`src/core_pkg.sv`:
```
package core_pkg;

    // ####################################################################
    // Sizes.
    // ####################################################################

    localparam int BANK_NUM  = 2;
    localparam int BANK_SIZE = 4;
    localparam int PREG_NUM  = 64;
    localparam int RD_PORTS  = 2 * BANK_NUM;
    // Current and previous-cycle wakeups of every lane.
    localparam int WAKE_NUM  = 2 * BANK_NUM;

    localparam int PREG_W = $clog2(PREG_NUM);
    localparam int ROB_W  = 6;
    localparam int XLEN   = 32;
    localparam int OCC_W  = $clog2(BANK_SIZE + 1);
    localparam int BANK_W = $clog2(BANK_NUM);
    localparam int OP_W   = 8;

    typedef logic [PREG_W-1:0] preg_t;
    typedef logic [ROB_W-1:0]  rob_idx_t;
    typedef logic [XLEN-1:0]   xlen_t;
    typedef logic [OCC_W-1:0]  occ_t;
    typedef logic [BANK_W-1:0] bank_id_t;
    typedef logic [OP_W-1:0]   opcode_t;

    // ####################################################################
    // Micro-op and issue packets.
    // ####################################################################

    typedef struct packed {
        rob_idx_t rob_idx;
        preg_t    rd;
        logic     rd_we;
        preg_t    rs1;
        preg_t    rs2;
        logic     rs1_ready;
        logic     rs2_ready;
        opcode_t  opcode;
    } uop_t;

    typedef struct packed {
        uop_t  uop;
        xlen_t rs1_data;
        xlen_t rs2_data;
    } issue_pkt_t;

    typedef struct packed {
        logic     valid;
        rob_idx_t rob_idx;
    } redirect_t;

    typedef struct packed {
        logic  valid;
        preg_t preg;
    } wakeup_t;

    // True when a is younger than b in the wrapping ROB order.
    function automatic logic is_younger(rob_idx_t a, rob_idx_t b);
        logic same_wrap;
        logic a_above;
        same_wrap = (a[ROB_W-1] == b[ROB_W-1]);
        a_above   = (a[ROB_W-2:0] > b[ROB_W-2:0]);
        return same_wrap ? a_above : (a[ROB_W-2:0] < b[ROB_W-2:0]);
    endfunction

endpackage

```
`src/iq_cfg_pkg.sv`:
```
package iq_cfg_pkg;

    localparam int CFG_AW = 1;
    localparam int CFG_DW = 32;

    typedef logic [CFG_AW-1:0] cfg_addr_t;

    // Register map.
    localparam cfg_addr_t CFG_ADDR_PAUSE = 1'b0;
    localparam cfg_addr_t CFG_ADDR_COUNT = 1'b1;

    // One pause bit per bank.
    typedef logic [core_pkg::BANK_NUM-1:0] pause_mask_t;

    typedef struct packed {
        logic              we;
        cfg_addr_t         addr;
        logic [CFG_DW-1:0] wdata;
    } cfg_bus_t;

endpackage

```
`src/iq_config_regs.sv`:
```
`timescale 1ns/1ps

module iq_config_regs (
    input  logic                          clk,
    input  logic                          rst_n,
    input  iq_cfg_pkg::cfg_bus_t          cfg,
    input  logic [core_pkg::BANK_NUM-1:0] issue_valid,
    output core_pkg::xlen_t               cfg_rdata,
    output iq_cfg_pkg::pause_mask_t       pause
);

    core_pkg::xlen_t count;
    core_pkg::xlen_t issued_now;

    always_comb begin
        issued_now = '0;
        for (int b = 0; b < core_pkg::BANK_NUM; b++) begin
            issued_now = issued_now + core_pkg::xlen_t'(issue_valid[b]);
        end
    end

    always_ff @(posedge clk or negedge rst_n) begin
        if (!rst_n) begin
            pause <= '0;
            count <= '0;
        end else begin
            if (cfg.we && cfg.addr == iq_cfg_pkg::CFG_ADDR_PAUSE) begin
                pause <= cfg.wdata[core_pkg::BANK_NUM-1:0];
            end
            // Any write to the count register clears it.
            if (cfg.we && cfg.addr == iq_cfg_pkg::CFG_ADDR_COUNT) begin
                count <= '0;
            end else begin
                count <= count + issued_now;
            end
        end
    end

    assign cfg_rdata = (cfg.addr == iq_cfg_pkg::CFG_ADDR_PAUSE) ? core_pkg::xlen_t'(pause)
                                                                : count;

endmodule

```
`config.mk`:
```
export PLATFORM = sky130hd
export DESIGN_NAME = iq_config_regs
export DESIGN_NICKNAME = d
export VERILOG_FILES = /design/src/core_pkg.sv /design/src/iq_cfg_pkg.sv /design/src/iq_config_regs.sv
export SDC_FILE = /design/constraint.sdc
export NUM_CORES = 1
export LEC_CHECK = 0
export ABC_CLOCK_PERIOD_IN_PS = 2700
export BUFFER_PORTS_ARGS = -buffer_cell sky130_fd_sc_hd__buf_4
export CORE_ASPECT_RATIO = 2
export CORE_MARGIN = 10
export CORE_UTILIZATION = 49
export CTS_CLUSTER_DIAMETER = 120
export DETAILED_ROUTE_END_ITERATION = 8
export PLACE_DENSITY = 0.75
export SYNTH_ARGS = -nofsm -noshare
export SYNTH_HDL_FRONTEND = slang
export SYNTH_SLANG_ARGS = --single-unit
```
`constraint.sdc`:
```
create_clock -name clk -period 2.7 [get_ports clk]
set_input_delay 0.675 -clock clk [delete_from_list [all_inputs] [get_ports clk]]
set_output_delay 0.675 -clock clk [all_outputs]
set_load 0.05 [all_outputs]
```
# Word-level counts from Yosys, hierarchy flattened
# Cells that the tools add are included.
[word_totals]
output_inout_bits = 34
in_bits = 38
register_bits = 34
[classes]
mux = 2
reduce_logical = 2
n_addsub = 2
n_bitwise = 1
[ops]
columns = ["operator", "count"]
rows = [
  ["two-way mux 32 bit", 2],
  ["adder 32 x 2 -> 32 bit", 1],
  ["adder 1 x 1 -> 2 bit", 1],
  ["logical AND 1 bit", 2],
  ["inverter 1 bit", 1],
]

# Depth between registers and ports, before layout
# Gate-level depths: netlist of run 1.
[depth]
depth_word = 3
depth_mapped = 7
depth_no_buf = 6

# Worst setup path before layout of run 1
# Ideal clock, no wire load.
[synth_path]
path_kind = "input to register"
startpoint = "in issue_valid[0] (netlist name)"
endpoint = "reg count[28]"
arrival_time_ns = 2.554
cell_stages = 6
path_buffers = 0
setup_slack_ns = 0.068
cell_sequence = "fa_1 ha_1 nand4_1 or4b_2 or4_1 a21oi_1"
[synth_between]
elab_chain_cells = 3
[synth_lines]
columns = ["element", "line_no", "rtl"]
rows = [
  ["start: declaration", "iq_config_regs.sv:7", "input logic [core_pkg::BANK_NUM-1:0] issue_valid,"],
  ["adder 1 x 1 -> 2 bit", "iq_config_regs.sv:18", "issued_now = issued_now + core_pkg::xlen_t'(issue_valid[b]);"],
  ["adder 32 x 2 -> 32 bit", "iq_config_regs.sv:34", "count <= count + issued_now;"],
  ["two-way mux 32 bit", "iq_config_regs.sv:31", "if (cfg.we && cfg.addr == iq_cfg_pkg::CFG_ADDR_COUNT) begin"],
  ["end signal: assignment", "iq_config_regs.sv:34", ""],
  ["end: declaration", "iq_config_regs.sv:12", "core_pkg::xlen_t count;"],
]
# Every way passes these cells.
# A chain may end at the register's enable or synchronous reset.

# Final worst setup path of run 1
# Same ends and word-level chain as after synthesis.

==> flow_metrics.py, run 1 <==
metrics = {
    "run_status": {
        "run_status": "finished clean",
    },
    "sta": {
        "worst_slew_pin_slew_ps": 447,
        "finalMaxSlewViolations": 0,
        "worst_slew_margin_rel_pct": 70.2,
        "setup_viol": 0,
        "finalSetupTns_ps": 0,
        "finalClockSkew_ps": 3.54,
        "timing.final.crit_period_ps": 2370,
        "rsz0062_at_grt": "false",
        "fmax_mhz": 423,
        "layout_worst_path_cycle_share_pct": 87.6,
        "hold_fails_final_rpt": 0,
    },
    "finish": {
        "final_nets": 298,
        "post_route_cells_drive_above_1_share_pct": 24.7,
        "layout.cells.non_filler": 310,
        "layout-area-overhead-vs-synth_pct": 24.0,
        "antenna_cells": 0,
    },
    "clock_tree": {
        "worst_skew_pair.late_latency_ps": 290,
        "cts-htree-levels": 2,
        "cts_tree": "done",
        "cts_setup_buffers": 0,
        "cts-resized-gates": 0,
        "tritoncts.num_buffers": 5,
        "cts_hold_buf": 0,
        "worst_setup_hold_path_clk_slew_ps": 70,
        "max-clock-path-buffers": 2,
        "numClockSinks": 34,
        "clock-root-buffer": "sky130_fd_sc_hd__clkbuf_8",
    },
    "floorplan": {
        "fp-row-count": 32,
        "die_height_um": 110,
        "io_pins": 72,
        "core_sq_um": 3880,
        "die_area_sq_um": 7130,
        "dieWidth_um": 64.9,
        "start_util_pct": 50.9,
    },
    "logic_synthesis": {
        "postSynth.asyncResetShare_pct": 100,
        "netlist_instances": 216,
        "synth.most_common_cell": "sky130_fd_sc_hd__dfrtp_1",
        "commonest_cells_in_the_synthesized_netlist": "sky130_fd_sc_hd__dfrtp_1, sky130_fd_sc_hd__and2_1, sky130_fd_sc_hd__a21oi_1, sky130_fd_sc_hd__nor2_1",
        "synth_top_cell_area_share_pct": 43.1,
        "synthesis.nets": 256,
        "synth-edff-count": 0,
        "synth_top_area_cell": "sky130_fd_sc_hd__dfrtp_1",
        "synthesis.area_sq_um": 1980,
        "ys.warnings.count": 0,
        "synth_top_flop_cell": "sky130_fd_sc_hd__dfrtp_1",
        "synth_area_leaders": "sky130_fd_sc_hd__dfrtp_1, sky130_fd_sc_hd__and2_1, sky130_fd_sc_hd__a21oi_1",
        "ys_seq_elements": 34,
        "synth.distinct_cells": 32,
        "synth_sequential_area_ratio_pct": 43.1,
        "synth.avg_cell_area_sq_um": 9.15,
    },
    "route": {
        "drt-initial-drc-count": 47,
        "dr_total_vias": 1778,
        "first_pass_iters": 4,
        "routed_wirelength_normalized_by_instance_count_um": 15.2,
        "detail_route.wirelength_um": 4720,
        "antenna_left": 0,
        "drc": 0,
        "vias_per_cell": 5.74,
    },
    "worst_setup_path": {
        "crit_path_max_fanout": 3,
        "crit_required_ps": 2920,
        "slowest_stage": "sky130_fd_sc_hd__or4b_2",
        "ff2ff_path_depth": 6,
        "critPathMaxStageDelay_ps": 740,
        "crit_arrival_ps": 2590,
        "critPathLaunch": "issue_valid[0]",
        "crit_chain": "buf_4 > fa_1 > ha_1 > nand4_1 > or4b_2 > or4_1 > a21oi_1",
        "critical_path.startpoint_type": "input port",
        "critPathBufInv": 1,
        "worstReg2RegStart": "count[0]",
        "worst-path-stages": 7,
        "cp_top_family": "simple AND/OR/NAND/NOR gates",
        "timing_worst_setup_path_type": "in -> reg",
        "timing.critical_path.to_type": "flip-flop",
    },
    "placement": {
        "globalplace.congestion": 0.778,
        "port_buffers": 41,
        "placed_instances": 302,
        "dp_hpwl_um": 3470,
    },
    "power_and_ir_drop": {
        "ratio_of_total_power_to_cell_area_nw_per_um2": 515,
        "max-vdd-ir-drop_mv": 0.529,
        "p_leak_uw": 0.00107,
    },
    "global_route": {
        "grt.overflow.total": 0,
        "groute.usage.overall_pct": 13.8,
        "grt_antenna_before_repair": 0,
        "grt_max_degree": 36,
        "first_global_vias": 1790,
        "first_pass_grt_wire_length_um": 7980,
    },
    "worst_hold_path": {
        "worstHoldPathType": "in -> async",
    },
    "job": {
        "max-cap-violations": 0,
    },
}
==> layout by cell type (no fill, tap or decap), types with 7 or more instances in the layout <==
master and n:
sky130_fd_sc_hd__nor2_1 13, sky130_fd_sc_hd__nand3_1 10, sky130_fd_sc_hd__buf_4 47, sky130_fd_sc_hd__a21oi_1 18
sky130_fd_sc_hd__dfrtp_1 34, sky130_fd_sc_hd__or4_1 12, sky130_fd_sc_hd__and2_1 33, sky130_fd_sc_hd__clkbuf_8 8
sky130_fd_sc_hd__nand2_1 12, sky130_fd_sc_hd__o31ai_1 12, sky130_fd_sc_hd__xnor2_1 7
==> flip-flops by register name, indices dropped and copies added (netlist names) <==
signal and cells:
pause 2, count 32
==> power by group <==
group,internal (uW),switching [uW],leakage [uW]
Clock,258,191,0.0000575
Combinational,86.9,146,0.000549
Sequential,540,39.9,0.000466
Total,884,378,0.00107
==> final timing paths <==
path,slack (ps),end
setup / recovery,330,count[28]
hold / removal,320,count[4]
setup reg to reg,430,count[28]
hold reg to reg,550,pause[0]
max in group asynchronous,2050,count[20]
min in group clk,550,pause[0]
==> kinds of logic (layout without fill, tap and decap cells) <==
kind of cell | count (synthesis) | count (layout) | synth area share, %
fa+ha+maj | 2 | 2 | 1.65
compound gates | 40 | 40 | 12.3
mux | 4 | 4 | 2.28
buf+inv | 17 | 60 | 3.61
flops | 34 | 34 | 43.1
simple gates | 109 | 109 | 32.7
xor+xnor | 10 | 10 | 4.43
==> layer usage <==
metal,up-vias,GRT usage [%],share of wire (%)
met5,-,0,0
met4,0,7.23,2.0
met3,6,4.28,5.8
met2,38,25.5,56
met1,870,13.2,36
li1,864,-,-
==> final cells by class <==
type	instances	area [sq um]
multi-input cells	165	1050
repair buffers	47	353
fillers	357	1430
well taps	51	63.8
flip-flops and latches	34	851
inverters	5	18.8
clock buffers	8	110
==> per-stage QoR <==
stage                     util, %  hold slack (ps)  area (sq um)  power (uW)  worst slack (ps)
after global routing         63.1              351          2450        1320               218
after detailed placement     60.2              531          2340         826              39.2
after global placement       60.2              517          2340         820              27.1
after CTS                    63.1              336          2450        1270               331
after floorplan                 -              379          1980         736              68.0
final                        63.1              325          2450        1260               335
Power figures use the tool's default switching activity.
==> run 2: changes to the inputs <==
Settings changed: CORE_UTILIZATION 49 to 48, PLACE_DENSITY 0.75 to 0.74.
==> run 2 against run 1 <==
  * Register-to-register slack got worse by 40 ps
  * Worst setup slack worse by 42 ps
  * Fmax fell by 1.7%
  * Core utilization decreased by 3.5 points
  * Largest cell class unchanged
  * Largest power group unchanged
  * Highest routed layer unchanged
==> flow_metrics.py, run 2 (synthesis gave the netlist of run 1 again) <==
metrics = {
    "run_status": {
        "run_status": "finished clean",
    },
    "finish": {
        "final_cell_area_excluding_filler_cells_sq_um": 2410,
        "final_cell_mix": "sky130_fd_sc_hd__buf_4, sky130_fd_sc_hd__dfrtp_1, sky130_fd_sc_hd__and2_1",
        "largest_register_ff_count": 32,
        "layout.filler_cells": 406,
        "antenna_cells": 0,
        "post_route_cells_drive_above_1_share_pct": 24.1,
        "biggestRegsByFlops": "count: 32 flops, pause: 2 flops",
        "top_register": "count",
        "layout.cells.most_common": "sky130_fd_sc_hd__buf_4",
        "layout.area.seq_sq_um": 851,
        "multi_input_comb_area_sq_um": 1050,
        "final_nets": 297,
        "layout-area-overhead-vs-synth_pct": 22.1,
    },
    "sta": {
        "hold_fails_final_rpt": 0,
        "fmax_mhz": 415,
        "hold_slack_ps": 321,
        "rsz0062_at_grt": "false",
        "worst_slew_pin_slew_ps": 440,
        "layout_worst_path_cycle_share_pct": 89.2,
        "worst_slew_margin_rel_pct": 70.6,
        "finalMaxSlewViolations": 0,
        "setup_viol": 0,
        "finalClockSkew_ps": 8.99,
        "timing.final.crit_period_ps": 2410,
    },
    "clock_tree": {
        "clock-root-buffer": "sky130_fd_sc_hd__clkbuf_8",
        "worst_skew_pair.late_latency_ps": 290,
        "cts-htree-levels": 2,
        "cts_hold_buf": 0,
        "numClockSinks": 34,
        "worst_setup_hold_path_clk_slew_ps": 70,
        "cts_setup_buffers": 0,
        "tritoncts.num_buffers": 5,
        "cts_tree": "done",
        "max-clock-path-buffers": 2,
        "cts-resized-gates": 0,
    },
    "global_route": {
        "first_global_vias": 1798,
        "first_pass_grt_wire_length_um": 8490,
        "grt.overflow.total": 0,
        "grt_max_degree": 36,
        "groute.usage.overall_pct": 13.9,
        "grt_antenna_before_repair": 0,
    },
    "job": {
        "max-cap-violations": 0,
    },
    "floorplan": {
        "die_area_sq_um": 7240,
        "dieWidth_um": 65.4,
        "fp-row-count": 33,
        "start_util_pct": 48.8,
        "io_pins": 72,
        "core_sq_um": 4050,
        "die_height_um": 111,
    },
    "placement": {
        "port_buffers": 41,
        "post_dp_cell_area_sq_um": 2330,
        "dp_hpwl_um": 3620,
        "globalplace.congestion": 0.794,
    },
    "worst_setup_path": {
        "crit_chain": "buf_4 > fa_1 > ha_1 > nand4_1 > or4b_2 > or4_1 > a21oi_1",
        "ff2ff_setup_slack_ps": 390,
        "crit_required_ps": 2920,
        "timing_worst_setup_path_type": "in -> reg",
        "crit_arrival_ps": 2620,
        "critical_path.startpoint_type": "input port",
        "critPathBufInv": 1,
        "cp_top_family": "simple AND/OR/NAND/NOR gates",
        "slowest_stage": "sky130_fd_sc_hd__or4b_2",
        "critPathMaxStageDelay_ps": 750,
        "crit_path_max_fanout": 4,
        "timing.critical_path.to_type": "flip-flop",
    },
    "route": {
        "detail_route.wirelength_um": 4890,
        "routed_wirelength_normalized_by_instance_count_um": 15.8,
        "drc": 0,
        "dr_total_vias": 1759,
        "antenna_left": 0,
        "first_pass_iters": 4,
        "drt-initial-drc-count": 63,
        "vias_per_cell": 5.69,
    },
    "power_and_ir_drop": {
        "p_leak_uw": 0.00105,
        "max-vdd-ir-drop_mv": 0.497,
        "ratio_of_total_power_to_cell_area_nw_per_um2": 485,
    },
    "worst_hold_path": {
        "worstHoldPathType": "in -> async",
    },
}
==> run 2: cell count changes in the layout (fill, tap and decap cells not counted) <==
cell                       change
sky130_fd_sc_hd__buf_4         -1
sky130_fd_sc_hd__clkinv_2      +2
sky130_fd_sc_hd__clkbuf_8      -3
==> run 2: path summary, 6_finish.rpt <==
| kind | from | end | depth (start not counted) |
|---|---|---|---|
| min in group clk | pause[0] | pause[0] | 1 |
| max in group asynchronous | rst_n | count[13] | 1 |
| setup / recovery | issue_valid[0] | count[30] | 7 |
| setup reg to reg | count[0] | count[30] | 6 |
| hold reg to reg | pause[0] | pause[0] | 1 |
| hold / removal | rst_n | count[28] | 1 |
==> run 2: metal layers <==
layer / global-route usage [%] / wire (um) / vias to the layer above
li1: - / - / 857
met1: 14.0 / 1760 / 851
met2: 25.7 / 2760 / 45
met3: 4.45 / 305 / 6
met4: 4.17 / 69 / 0
met5: 0 / 0 / -
==> run 2: power by group <==
group	switching, uW	leakage, uW	internal (uW)	total (uW)
sequential	38.7	0.000466	540	579
combinational	147	0.000545	87.3	234
clock	184	0.0000438	173	357
==> run 2: per-stage QoR <==
step	std cells	total power, uW	TNS [ps]	utilization (%)	setup slack (ps)
2_1_floorplan	216	736	0	-	68.0
5_1_grt	309	1230	0	59.6	230
4_1_cts	309	1190	0	59.6	288
6_report	309	1170	0	59.6	293
3_3_place_gp	302	821	0	57.7	20.4
3_5_place_dp	302	825	-0.736	57.7	-0.736
==> run 2: area by class of cell <==
type | count | area share [%]
sequential | 34 | 35.3
tap | 52 | 2.70
clock inverter | 2 | 0.415
timing repair buffer | 46 | 14.3
inverter | 5 | 0.778
multi-input combinational | 165 | 43.7
clock buffer | 5 | 2.85
