### config.mk
export PLATFORM = sky130hd
export DESIGN_NAME = int_issue_queue
export DESIGN_NICKNAME = d
export VERILOG_FILES = /design/src/core_pkg.sv /design/src/iq_cfg_pkg.sv /design/src/issue_bank.sv /design/src/bank_order_selector.sv /design/src/int_issue_queue.sv
export SDC_FILE = /design/constraint.sdc
export NUM_CORES = 1
export LEC_CHECK = 0
export BUFFER_PORTS_ARGS = -buffer_cell sky130_fd_sc_hd__buf_2
export CAP_MARGIN = 0
export CORE_MARGIN = 10
export CORE_UTILIZATION = 45
export DETAILED_ROUTE_END_ITERATION = 8
export GPL_TIMING_DRIVEN = 0
export PLACE_DENSITY_LB_ADDON = 0.3
export SYNTH_ARGS = -nofsm -noshare
export SYNTH_HDL_FRONTEND = slang
export SYNTH_SLANG_ARGS = --single-unit
export TNS_END_PERCENT = 50
### constraint.sdc
create_clock -name clk -period 10.9 [get_ports clk]
set_input_delay 1.09 -clock clk [delete_from_list [all_inputs] [get_ports clk]]
set_output_delay 1.09 -clock clk [all_outputs]
set_load 0.005 [all_outputs]
### src/core_pkg.sv
package core_pkg;

    // ####################################################################
    // Sizes.
    // ####################################################################

    localparam int BANK_NUM  = 2;
    localparam int BANK_SIZE = 4;
    localparam int PREG_NUM  = 64;
    localparam int RD_PORTS  = 2 * BANK_NUM;
    // Current and previous-cycle wakeups of every lane.
    localparam int WAKE_NUM  = 2 * BANK_NUM;

    localparam int PREG_W = $clog2(PREG_NUM);
    localparam int ROB_W  = 6;
    localparam int XLEN   = 32;
    localparam int OCC_W  = $clog2(BANK_SIZE + 1);
    localparam int BANK_W = $clog2(BANK_NUM);
    localparam int OP_W   = 8;

    typedef logic [PREG_W-1:0] preg_t;
    typedef logic [ROB_W-1:0]  rob_idx_t;
    typedef logic [XLEN-1:0]   xlen_t;
    typedef logic [OCC_W-1:0]  occ_t;
    typedef logic [BANK_W-1:0] bank_id_t;
    typedef logic [OP_W-1:0]   opcode_t;

    // ####################################################################
    // Micro-op and issue packets.
    // ####################################################################

    typedef struct packed {
        rob_idx_t rob_idx;
        preg_t    rd;
        logic     rd_we;
        preg_t    rs1;
        preg_t    rs2;
        logic     rs1_ready;
        logic     rs2_ready;
        opcode_t  opcode;
    } uop_t;

    typedef struct packed {
        uop_t  uop;
        xlen_t rs1_data;
        xlen_t rs2_data;
    } issue_pkt_t;

    typedef struct packed {
        logic     valid;
        rob_idx_t rob_idx;
    } redirect_t;

    typedef struct packed {
        logic  valid;
        preg_t preg;
    } wakeup_t;

    // True when a is younger than b in the wrapping ROB order.
    function automatic logic is_younger(rob_idx_t a, rob_idx_t b);
        logic same_wrap;
        logic a_above;
        same_wrap = (a[ROB_W-1] == b[ROB_W-1]);
        a_above   = (a[ROB_W-2:0] > b[ROB_W-2:0]);
        return same_wrap ? a_above : (a[ROB_W-2:0] < b[ROB_W-2:0]);
    endfunction

endpackage

### src/iq_cfg_pkg.sv
package iq_cfg_pkg;

    localparam int CFG_AW = 1;
    localparam int CFG_DW = 32;

    typedef logic [CFG_AW-1:0] cfg_addr_t;

    // Register map.
    localparam cfg_addr_t CFG_ADDR_PAUSE = 1'b0;
    localparam cfg_addr_t CFG_ADDR_COUNT = 1'b1;

    // One pause bit per bank.
    typedef logic [core_pkg::BANK_NUM-1:0] pause_mask_t;

    typedef struct packed {
        logic              we;
        cfg_addr_t         addr;
        logic [CFG_DW-1:0] wdata;
    } cfg_bus_t;

endpackage

### src/issue_bank.sv
`timescale 1ns/1ps

module issue_bank (
    input  logic                clk,
    input  logic                rst_n,
    input  logic                alloc_en,
    input  core_pkg::uop_t      alloc_uop,
    input  core_pkg::wakeup_t   wakeup [core_pkg::WAKE_NUM],
    input  core_pkg::redirect_t redirect,
    input  logic                pause,
    output logic                full,
    output core_pkg::occ_t      occupancy,
    output logic                sel_valid,
    output core_pkg::uop_t      sel_uop
);

    localparam int IDX_W = $clog2(core_pkg::BANK_SIZE);

    logic [core_pkg::BANK_SIZE-1:0] entry_valid;
    core_pkg::uop_t                 entry_uop [core_pkg::BANK_SIZE];

    logic [core_pkg::BANK_SIZE-1:0] rs1_hit;
    logic [core_pkg::BANK_SIZE-1:0] rs2_hit;
    logic [core_pkg::BANK_SIZE-1:0] ready;
    logic [core_pkg::BANK_SIZE-1:0] kill;
    logic                           alloc_rs1_hit;
    logic                           alloc_rs2_hit;
    logic                           alloc_kill;
    logic [IDX_W-1:0]               alloc_idx;
    logic [IDX_W-1:0]               sel_idx;
    logic                           sel_found;

    // ####################################################################
    // Wakeup and redirect.
    // ####################################################################

    always_comb begin
        rs1_hit       = '0;
        rs2_hit       = '0;
        alloc_rs1_hit = 1'b0;
        alloc_rs2_hit = 1'b0;
        for (int w = 0; w < core_pkg::WAKE_NUM; w++) begin
            if (wakeup[w].valid) begin
                for (int i = 0; i < core_pkg::BANK_SIZE; i++) begin
                    if (entry_uop[i].rs1 == wakeup[w].preg) begin
                        rs1_hit[i] = 1'b1;
                    end
                    if (entry_uop[i].rs2 == wakeup[w].preg) begin
                        rs2_hit[i] = 1'b1;
                    end
                end
                if (alloc_uop.rs1 == wakeup[w].preg) begin
                    alloc_rs1_hit = 1'b1;
                end
                if (alloc_uop.rs2 == wakeup[w].preg) begin
                    alloc_rs2_hit = 1'b1;
                end
            end
        end
    end

    always_comb begin
        for (int i = 0; i < core_pkg::BANK_SIZE; i++) begin
            ready[i] = entry_valid[i] & entry_uop[i].rs1_ready & entry_uop[i].rs2_ready;
            kill[i]  = redirect.valid
                     & core_pkg::is_younger(entry_uop[i].rob_idx, redirect.rob_idx);
        end
    end

    assign alloc_kill = redirect.valid & core_pkg::is_younger(alloc_uop.rob_idx, redirect.rob_idx);

    // ####################################################################
    // Allocation and oldest-ready select.
    // ####################################################################

    always_comb begin
        alloc_idx = '0;
        for (int i = core_pkg::BANK_SIZE - 1; i >= 0; i--) begin
            if (!entry_valid[i]) begin
                alloc_idx = IDX_W'(i);
            end
        end
    end

    always_comb begin
        sel_found = 1'b0;
        sel_idx   = '0;
        for (int i = 0; i < core_pkg::BANK_SIZE; i++) begin
            if (ready[i] && (!sel_found ||
                core_pkg::is_younger(entry_uop[sel_idx].rob_idx, entry_uop[i].rob_idx))) begin
                sel_found = 1'b1;
                sel_idx   = IDX_W'(i);
            end
        end
    end

    assign sel_valid = sel_found & ~pause;
    assign sel_uop   = entry_uop[sel_idx];

    always_comb begin
        occupancy = '0;
        for (int i = 0; i < core_pkg::BANK_SIZE; i++) begin
            occupancy = occupancy + core_pkg::occ_t'(entry_valid[i]);
        end
    end

    assign full = &entry_valid;

    always_ff @(posedge clk or negedge rst_n) begin
        if (!rst_n) begin
            entry_valid <= '0;
        end else begin
            for (int i = 0; i < core_pkg::BANK_SIZE; i++) begin
                if (kill[i] || (sel_valid && sel_idx == IDX_W'(i))) begin
                    entry_valid[i] <= 1'b0;
                end
            end
            // The allocated entry is free, so it never collides with the select.
            if (alloc_en && !alloc_kill) begin
                entry_valid[alloc_idx] <= 1'b1;
            end
        end
    end

    always_ff @(posedge clk) begin
        for (int i = 0; i < core_pkg::BANK_SIZE; i++) begin
            if (alloc_en && alloc_idx == IDX_W'(i)) begin
                entry_uop[i]           <= alloc_uop;
                entry_uop[i].rs1_ready <= alloc_uop.rs1_ready | alloc_rs1_hit;
                entry_uop[i].rs2_ready <= alloc_uop.rs2_ready | alloc_rs2_hit;
            end else begin
                if (rs1_hit[i]) begin
                    entry_uop[i].rs1_ready <= 1'b1;
                end
                if (rs2_hit[i]) begin
                    entry_uop[i].rs2_ready <= 1'b1;
                end
            end
        end
    end

endmodule

### src/bank_order_selector.sv
`timescale 1ns/1ps

module bank_order_selector (
    input  core_pkg::occ_t     occupancy [core_pkg::BANK_NUM],
    output core_pkg::bank_id_t order     [core_pkg::BANK_NUM]
);

    core_pkg::bank_id_t least;

    // Least occupied bank, ties going to the lower number.
    always_comb begin
        least = '0;
        for (int b = 1; b < core_pkg::BANK_NUM; b++) begin
            if (occupancy[b] < occupancy[least]) begin
                least = core_pkg::bank_id_t'(b);
            end
        end
    end

    // Slot 0 takes the least loaded bank.
    // Later slots rotate through the remaining banks.
    always_comb begin
        for (int s = 0; s < core_pkg::BANK_NUM; s++) begin
            order[s] = least + core_pkg::bank_id_t'(s);
        end
    end

endmodule

### src/int_issue_queue.sv
`timescale 1ns/1ps

module int_issue_queue (
    input  logic                          clk,
    input  logic                          rst_n,
    input  logic [core_pkg::BANK_NUM-1:0] dispatch_valid,
    input  core_pkg::uop_t                dispatch_uop [core_pkg::BANK_NUM],
    input  core_pkg::redirect_t           redirect,
    input  iq_cfg_pkg::pause_mask_t       pause,
    input  core_pkg::xlen_t               rdata [core_pkg::RD_PORTS],
    output logic                          dispatch_full,
    output core_pkg::preg_t               raddr [core_pkg::RD_PORTS],
    output logic [core_pkg::BANK_NUM-1:0] issue_valid,
    output core_pkg::issue_pkt_t          issue_pkt [core_pkg::BANK_NUM]
);

    logic [core_pkg::BANK_NUM-1:0] bank_full;
    logic [core_pkg::BANK_NUM-1:0] alloc_en;
    core_pkg::uop_t                alloc_uop [core_pkg::BANK_NUM];
    core_pkg::occ_t                occupancy [core_pkg::BANK_NUM];
    core_pkg::bank_id_t            order     [core_pkg::BANK_NUM];
    logic [core_pkg::BANK_NUM-1:0] sel_valid;
    core_pkg::uop_t                sel_uop   [core_pkg::BANK_NUM];
    logic [core_pkg::BANK_NUM-1:0] sel_kill;
    core_pkg::wakeup_t             wake_cur  [core_pkg::BANK_NUM];
    core_pkg::wakeup_t             wake_prev [core_pkg::BANK_NUM];
    core_pkg::wakeup_t             wake_all  [core_pkg::WAKE_NUM];

    bank_order_selector u_order (
        .occupancy (occupancy),
        .order     (order)
    );

    // ####################################################################
    // Dispatch steering.
    // ####################################################################

    always_comb begin
        for (int b = 0; b < core_pkg::BANK_NUM; b++) begin
            alloc_en[b]  = 1'b0;
            alloc_uop[b] = dispatch_uop[0];
        end
        for (int s = 0; s < core_pkg::BANK_NUM; s++) begin
            for (int b = 0; b < core_pkg::BANK_NUM; b++) begin
                if (order[s] == core_pkg::bank_id_t'(b)) begin
                    alloc_en[b]  = dispatch_valid[s] & ~dispatch_full;
                    alloc_uop[b] = dispatch_uop[s];
                end
            end
        end
    end

    assign dispatch_full = |bank_full;

    // ####################################################################
    // Banks, wakeup lanes and register reads.
    // ####################################################################

    for (genvar b = 0; b < core_pkg::BANK_NUM; b++) begin : g_bank
        issue_bank u_bank (
            .clk       (clk),
            .rst_n     (rst_n),
            .alloc_en  (alloc_en[b]),
            .alloc_uop (alloc_uop[b]),
            .wakeup    (wake_all),
            .redirect  (redirect),
            .pause     (pause[b]),
            .full      (bank_full[b]),
            .occupancy (occupancy[b]),
            .sel_valid (sel_valid[b]),
            .sel_uop   (sel_uop[b])
        );

        assign wake_cur[b].valid = sel_valid[b] & sel_uop[b].rd_we;
        assign wake_cur[b].preg  = sel_uop[b].rd;

        // Lanes first, then last cycle's copies for late dispatches.
        assign wake_all[b]                      = wake_cur[b];
        assign wake_all[core_pkg::BANK_NUM + b] = wake_prev[b];

        assign raddr[b]                      = sel_uop[b].rs1;
        assign raddr[core_pkg::BANK_NUM + b] = sel_uop[b].rs2;

        assign sel_kill[b] = redirect.valid
                           & core_pkg::is_younger(sel_uop[b].rob_idx, redirect.rob_idx);
    end

    // ####################################################################
    // Issue register.
    // ####################################################################

    always_ff @(posedge clk or negedge rst_n) begin
        if (!rst_n) begin
            issue_valid <= '0;
            for (int b = 0; b < core_pkg::BANK_NUM; b++) begin
                wake_prev[b] <= '0;
            end
        end else begin
            issue_valid <= sel_valid & ~sel_kill;
            for (int b = 0; b < core_pkg::BANK_NUM; b++) begin
                wake_prev[b] <= wake_cur[b];
            end
        end
    end

    always_ff @(posedge clk) begin
        for (int b = 0; b < core_pkg::BANK_NUM; b++) begin
            issue_pkt[b].uop      <= sel_uop[b];
            issue_pkt[b].rs1_data <= rdata[b];
            issue_pkt[b].rs2_data <= rdata[core_pkg::BANK_NUM + b];
        end
    end

endmodule

* After elaboration in Yosys (flattened, before gate mapping) *
Memories as Yosys holds them, arrays and structs flattened.
Index checks and enable logic that the tools add are counted.

storage, ports and cells
  register bits after elaboration = 222
  RAM bits = 280
  input port bits = 211
  output and inout bits = 225
  logic and storage cells = 588
  memories kept = 2

operators by class
  add/sub/neg operators = 7
  magnitude comparators = 41
  equal/unequal tests = 110
  muxes and demuxes = 269
  bitwise logic cells = 77
  reductions and logical operators = 55

memory list
  memory                      depth  width  read ports  clocked after memory_dff  write ports  RTL line          text
  g_bank[0].u_bank.entry_uop  4      35     7           0                         4            issue_bank.sv:20  core_pkg::uop_t entry_uop [core_pkg::BANK_SIZE];
  g_bank[1].u_bank.entry_uop  4      35     7           0                         4            issue_bank.sv:20

operators by type and width
  cell                  count
  $eq A6 B6 Y1          80
  $mux W1               235
  $gt A5 B5 Y1          18
  $lt A5 B5 Y1          18
  $mux W4               18
  $mux W35              2
  $or A1 B1 Y1          36
  $and A1 B1 Y1         34
  $logic_and A1 B1 Y1   26
  $mux W2               12
  $eq A1 B1 Y1          18
  $eq A2 B2 Y1 const B  8
  $logic_or A1 B1 Y1    14
  $add A3 B1 Y3         4
  $eq A2 B1 Y1 const B  4
  $logic_not A1 Y1      8
  $logic_not A2 Y1      4
  $or A4 B4 Y4          2
  $reduce_and A4 Y1     2
  $lt A2 B3 Y1 const B  2
  $add A1 B1 Y2         2
  $demux W1 S2          2
  $ge A2 B1 Y1 const B  2
  $lt A3 B3 Y1          1
  5 further kinds       7

* Logic depth before layout (Yosys ltp) *
An unclocked memory read counts as a cell.

  depth after elaboration = 34
  depth in mapped cells = 43
  mapped depth without buffers = 37

* Cells and area by module *
A second synthesis with hierarchy kept.

unflattened totals
  cells, all modules = 2201
  area total of the unflattened synthesis = 25688.4 µm²

modules (own cells, without submodules)
  module                          instances  cells each  area an instance (µm²)
  issue_bank at g_bank[1].u_bank  1          944         10017.1
  issue_bank at g_bank[0].u_bank  1          902         10014.6
  int_issue_queue                 1          345         5577.8
  bank_order_selector             1          10          78.8

* Least setup slack after synthesis *
No wires, ideal clock.

  path type = flip-flop to output port
  from = mem g_bank[0].u_bank.entry_uop[0][31] in the netlist's numbering
  to = out raddr[6] in the netlist's numbering
  arrival time = 7791 ps
  required time = 9810 ps
  path slack = 2019 ps
  cell stages (with the launch flop) = 35
  buffers on the path = 8
  path through = edfxtp_1 -> ha_1 -> and4b_1 -> o21ai_1 -> a221o_1 -> a21oi_4 -> buf_2 -> buf_1 -> mux2_2 -> ha_1 -> and4_1 -> a211oi_1 -> a21bo_2 -> o211ai_1 -> mux2i_2 -> nor2_4 -> clkbuf_1 -> buf_1 -> a21oi_1 -> ha_1 -> nor2b_1 -> o21a_1 -> o21a_1 -> o21ai_0 -> nand2b_1 -> a2111oi_2 -> nor3_4 -> a31o_2 -> clkbuf_1 -> nand2_1 -> clkbuf_1 -> clkbuf_1 -> nand2_1 -> o21ai_0 -> buf_4

RTL lines
  element      RTL line               text
  from (decl)  issue_bank.sv:20
  to (decl)    int_issue_queue.sv:12  output core_pkg::preg_t raddr [core_pkg::RD_PORTS],

==> impl_results.rst <==
.. list-table::
   :header-rows: 1

   * - Metric
     - Value
   * - Ports placed on the boundary
     - 436
   * - Layout filler cell count
     - 5617
   * - Iteration-0 DRC count of the detailed router
     - 2875
   * - Sum of negative setup slack
     - 0 ns
   * - Area of the mapped netlist
     - 28810 um^2
   * - Total of buffers placed on input and output ports
     - 435
   * - Fraction of post-synthesis cell area in the top cell type by area
     - 0.2919
   * - Final Hold Violating Endpoints
     - 0
   * - Synthesized instance count
     - 2790
   * - Layout overhead on the synthesized area
     - 19.71%
   * - Post-synth top area cell
     - sky130_fd_sc_hd__edfxtp_1
   * - Post-CTS Repair Setup Buffers
     - 0
   * - Via count of the first global-routing pass
     - 24794
   * - Asr flop ratio synth
     - 0.04781
   * - Die extent in x
     - 273.0 um
   * - Switching part of the total power
     - 0.4808
   * - Floorplan Core Area
     - 63200 um^2
   * - Top cell by count, worst path
     - sky130_fd_sc_hd__buf_4
   * - DR vias
     - 25139
   * - Count of flip-flops with a built-in enable after synthesis
     - 280
   * - Overflow left after global routing
     - 0
   * - Worst-case clock skew
     - 0.03482 ns
   * - TritonRoute pass-1 iters
     - 6
   * - Reg2Reg Capture Point
     - g_bank[0].u_bank.entry_uop[2][9]
   * - Category of the most critical setup path
     - flip-flop to output port
   * - Most frequent cells in the layout
     - sky130_fd_sc_hd__buf_2 (451), sky130_fd_sc_hd__xnor2_1 (389), sky130_fd_sc_hd__edfxtp_1 (280)
   * - Min-Delay Endpoint
     - issue_pkt[166]
   * - Setup repair after global routing missed its margin
     - false
   * - Final routed wirelength across all metal layers
     - 119900 um
   * - Fraction of power consumed by the clock network
     - 0.134
   * - Global Route Usage Sum
     - 0.3095
   * - Mean cell area of the mapped netlist
     - 10.33 um^2
   * - Combined flip-flop and latch cell area
     - 12970 um^2
   * - Critical path fanouts, max
     - 10
   * - Global-route wire length before repair
     - 170000 um
   * - Footprint of the multi-input gates
     - 14410 um^2
   * - Clock Tree Root
     - sky130_fd_sc_hd__clkbuf_16
   * - DRT antenna net count
     - 0
   * - Net switching power of the design
     - 7.048 mW
   * - Setup Viol. Count Final
     - 0
   * - CTS tree
     - built
   * - Critical path data required time
     - 9.81 ns
   * - Initial Utilization
     - 0.4559
   * - Maximum number of pins on one net before global-route repair
     - 29
   * - Final hold slack
     - 0.4466 ns
   * - Hpwl dp
     - 89850 um
   * - Syn_nets
     - 3099
   * - Register-to-Register Setup Slack
     - 0.71 ns
   * - Logic gate share of total power
     - 0.635
   * - Main flop type after synthesis
     - sky130_fd_sc_hd__edfxtp_1
   * - Final worst path period share
     - 0.9612
   * - FF-to-FF path depth
     - 34
   * - Slew at the pin with the worst max-slew slack
     - 1.375 ns
   * - Register share of total power
     - 0.231
   * - Placer congestion estimate
     - 1.051
   * - Standby leakage power
     - 13.35 nW
   * - Via density per instance
     - 5.995
   * - Crit-path slowest cell
     - sky130_fd_sc_hd__edfxtp_1
   * - Routed length per instance
     - 28.59 um
   * - Placed standard-cell area
     - 32440 um^2
   * - Main area contributors after synthesis
     - sky130_fd_sc_hd__edfxtp_1 (29%), sky130_fd_sc_hd__dfxtp_1 (14%), sky130_fd_sc_hd__xnor2_1 (12%), sky130_fd_sc_hd__xor2_1 (4.9%), sky130_fd_sc_hd__ha_1 (4.2%)
   * - Number of instances on the worst hold path
     - 2
   * - Total power density per cell area
     - 425.1 nW/um^2
   * - Clock sinks
     - 502
   * - Clk buf depth
     - 3
   * - Post-route cell area
     - 34490 um^2
   * - Die span in y
     - 273.0 um
   * - Total of warnings raised by yosys
     - 0
   * - Total die area
     - 74540 um^2
   * - Unique cell type count in the Yosys netlist
     - 90
   * - Number of max-slew violations in the final report
     - 0
   * - Leading cell type in the layout, fill and taps excluded
     - sky130_fd_sc_hd__buf_2
   * - Hold path startpoint
     - g_bank[0].u_bank.entry_uop[3][3]
   * - Headroom to the max-slew limit
     - 0.06533
   * - Status
     - complete, no violations
   * - TritonCTS buffer count
     - 54
   * - Kind of capture point of the worst setup path
     - output port
   * - H-tree depth
     - 2
   * - Top achievable clock speed
     - 0.09545 GHz
   * - Signal arrival time at the worst endpoint
     - 9.39 ns
   * - Post-synthesis register bit count
     - 502
   * - Int Power
     - 7.612 mW
   * - Standard-cell row count
     - 92
   * - Max-cap violations
     - 0
   * - Clock transition at the registers of the reported paths
     - 0.06 ns
   * - Layout cell share with drive strength beyond 1
     - 0.2185
   * - Fraction of the yosys area taken by sequential cells
     - 0.4503
   * - Worst IR Drop VDD
     - 0.2239 mV
   * - Count of unresolved DRC violations after routing
     - 0
   * - Kind of path behind the tightest hold check
     - flip-flop to flip-flop
   * - Clock latency on the worst-skew pair
     - 0.65 ns
   * - Number of nets in the final layout
     - 3610
   * - Total design power
     - 14.66 mW
   * - CP startpoint kind
     - flip-flop
   * - Launching point of the worst reg2reg path
     - g_bank[0].u_bank.entry_uop[0][31]
   * - Initial antenna violation count
     - 5
   * - Slowest stage delay, CP
     - 0.44 ns
   * - Min Clock Period, post-route
     - 10.48 ns
## layer usage
layer  routed length [um]  vias up  GRT usage
met5                   16        -          0
met3                14430      400    0.09511
met2                52990     1799     0.4855
met1                44420    11973     0.3716
li1                     -    10965          -
met4                 8027        2     0.1809
## how the worst max path moves through the flow
stage | from | to | slack, ns
after floorplan | g_bank[0].u_bank.entry_uop[0][31] | raddr[6] | 2.02
after global placement | g_bank[0].u_bank.entry_uop[0][31] | raddr[11] | -1.25
after detailed placement | g_bank[0].u_bank.entry_uop[0][31] | raddr[11] | -1.25
after CTS | g_bank[0].u_bank.entry_uop[0][31] | raddr[8] | 0.07
after global routing | g_bank[0].u_bank.entry_uop[0][31] | raddr[8] | 0.05
final | g_bank[0].u_bank.entry_uop[0][31] | raddr[8] | 0.42
## power by group through the flow
| stage | combinational [mW] | sequential (mW) | clock (mW) |
|---|---|---|---|
| CTS | 9.01 | 3.38 | 1.99 |
| floorplan | 5.74 | 3.39 | 0 |
| finish | 9.31 | 3.38 | 1.97 |
| detailed placement | 8.94 | 3.41 | 0 |
| global placement | 8.67 | 3.44 | 0 |
| global route | 9.80 | 3.44 | 2.06 |
## stage by stage
step	instances	setup WS, ns	util
finish	4193	0.4233	0.5457
global route	4193	0.05064	0.5457
CTS	4193	0.06886	0.5451
detailed placement	4094	-1.255	0.5134
global placement	4071	-1.249	0.5071
floorplan	2790	2.019	-
## layout make-up
cell class	instances	area share
sequential	502	0.3762
clock inverter	22	0.009796
inverter	123	0.01339
antenna	1	0.00007256
clock buffer	79	0.04604
tap	846	0.03069
timing repair buffer	458	0.07303
multi-input combinational	1904	0.4180
buffer	258	0.03287
## what timing repair did
item,CTS,global route
setup endpoints to repair,29,25
hold buffers,0,0
resized for setup,28,20
## Yosys cell counts, drive strengths merged, types with 96 or more instances
| cell type | n |
|---|---|
| xnor2 | 389 |
| clkbuf | 144 |
| xor2 | 162 |
| dfxtp | 198 |
| edfxtp | 280 |
| buf | 117 |
| mux2i | 97 |
| nand2 | 140 |
| inv | 119 |
| a21oi | 101 |
| ha | 96 |
| o21ai | 125 |
## critical path: cells and delay by family, from the launching register on
| family | cells | cell delay, ns |
|---|---|---|
| multiplexers | 2 | 0.58 |
| adder cells (fa/ha/maj) | 3 | 0.95 |
| buffers and inverters | 9 | 2.31 |
| flip-flops | 1 | 0.44 |
| AO/OA/AOI/OAI | 13 | 2.63 |
| AND/OR/NAND/NOR | 8 | 1.80 |
## flip-flops by register name, summed over array words and instances (netlist names)
name,count
g_bank.u_bank.entry_uop,280
g_bank.u_bank.entry_valid,8
issue_pkt,198
issue_valid,2
wake_all,14
## cell families (layout without fill, tap and decap cells)
| logic type | Yosys count | in the layout | synth area share |
|---|---|---|---|
| AOI/OAI and AO/OA | 473 | 473 | 0.1084 |
| xor gates and xnor gates | 551 | 551 | 0.1675 |
| adders and majority gates | 98 | 98 | 0.04308 |
| buffers and inverters | 384 | 940 | 0.05416 |
| DFF | 502 | 502 | 0.4503 |
| muxes | 178 | 178 | 0.06602 |
| other | 0 | 1 | 0 |
| and+or+nand+nor | 604 | 604 | 0.1106 |
(Power assumes the default switching activity.)
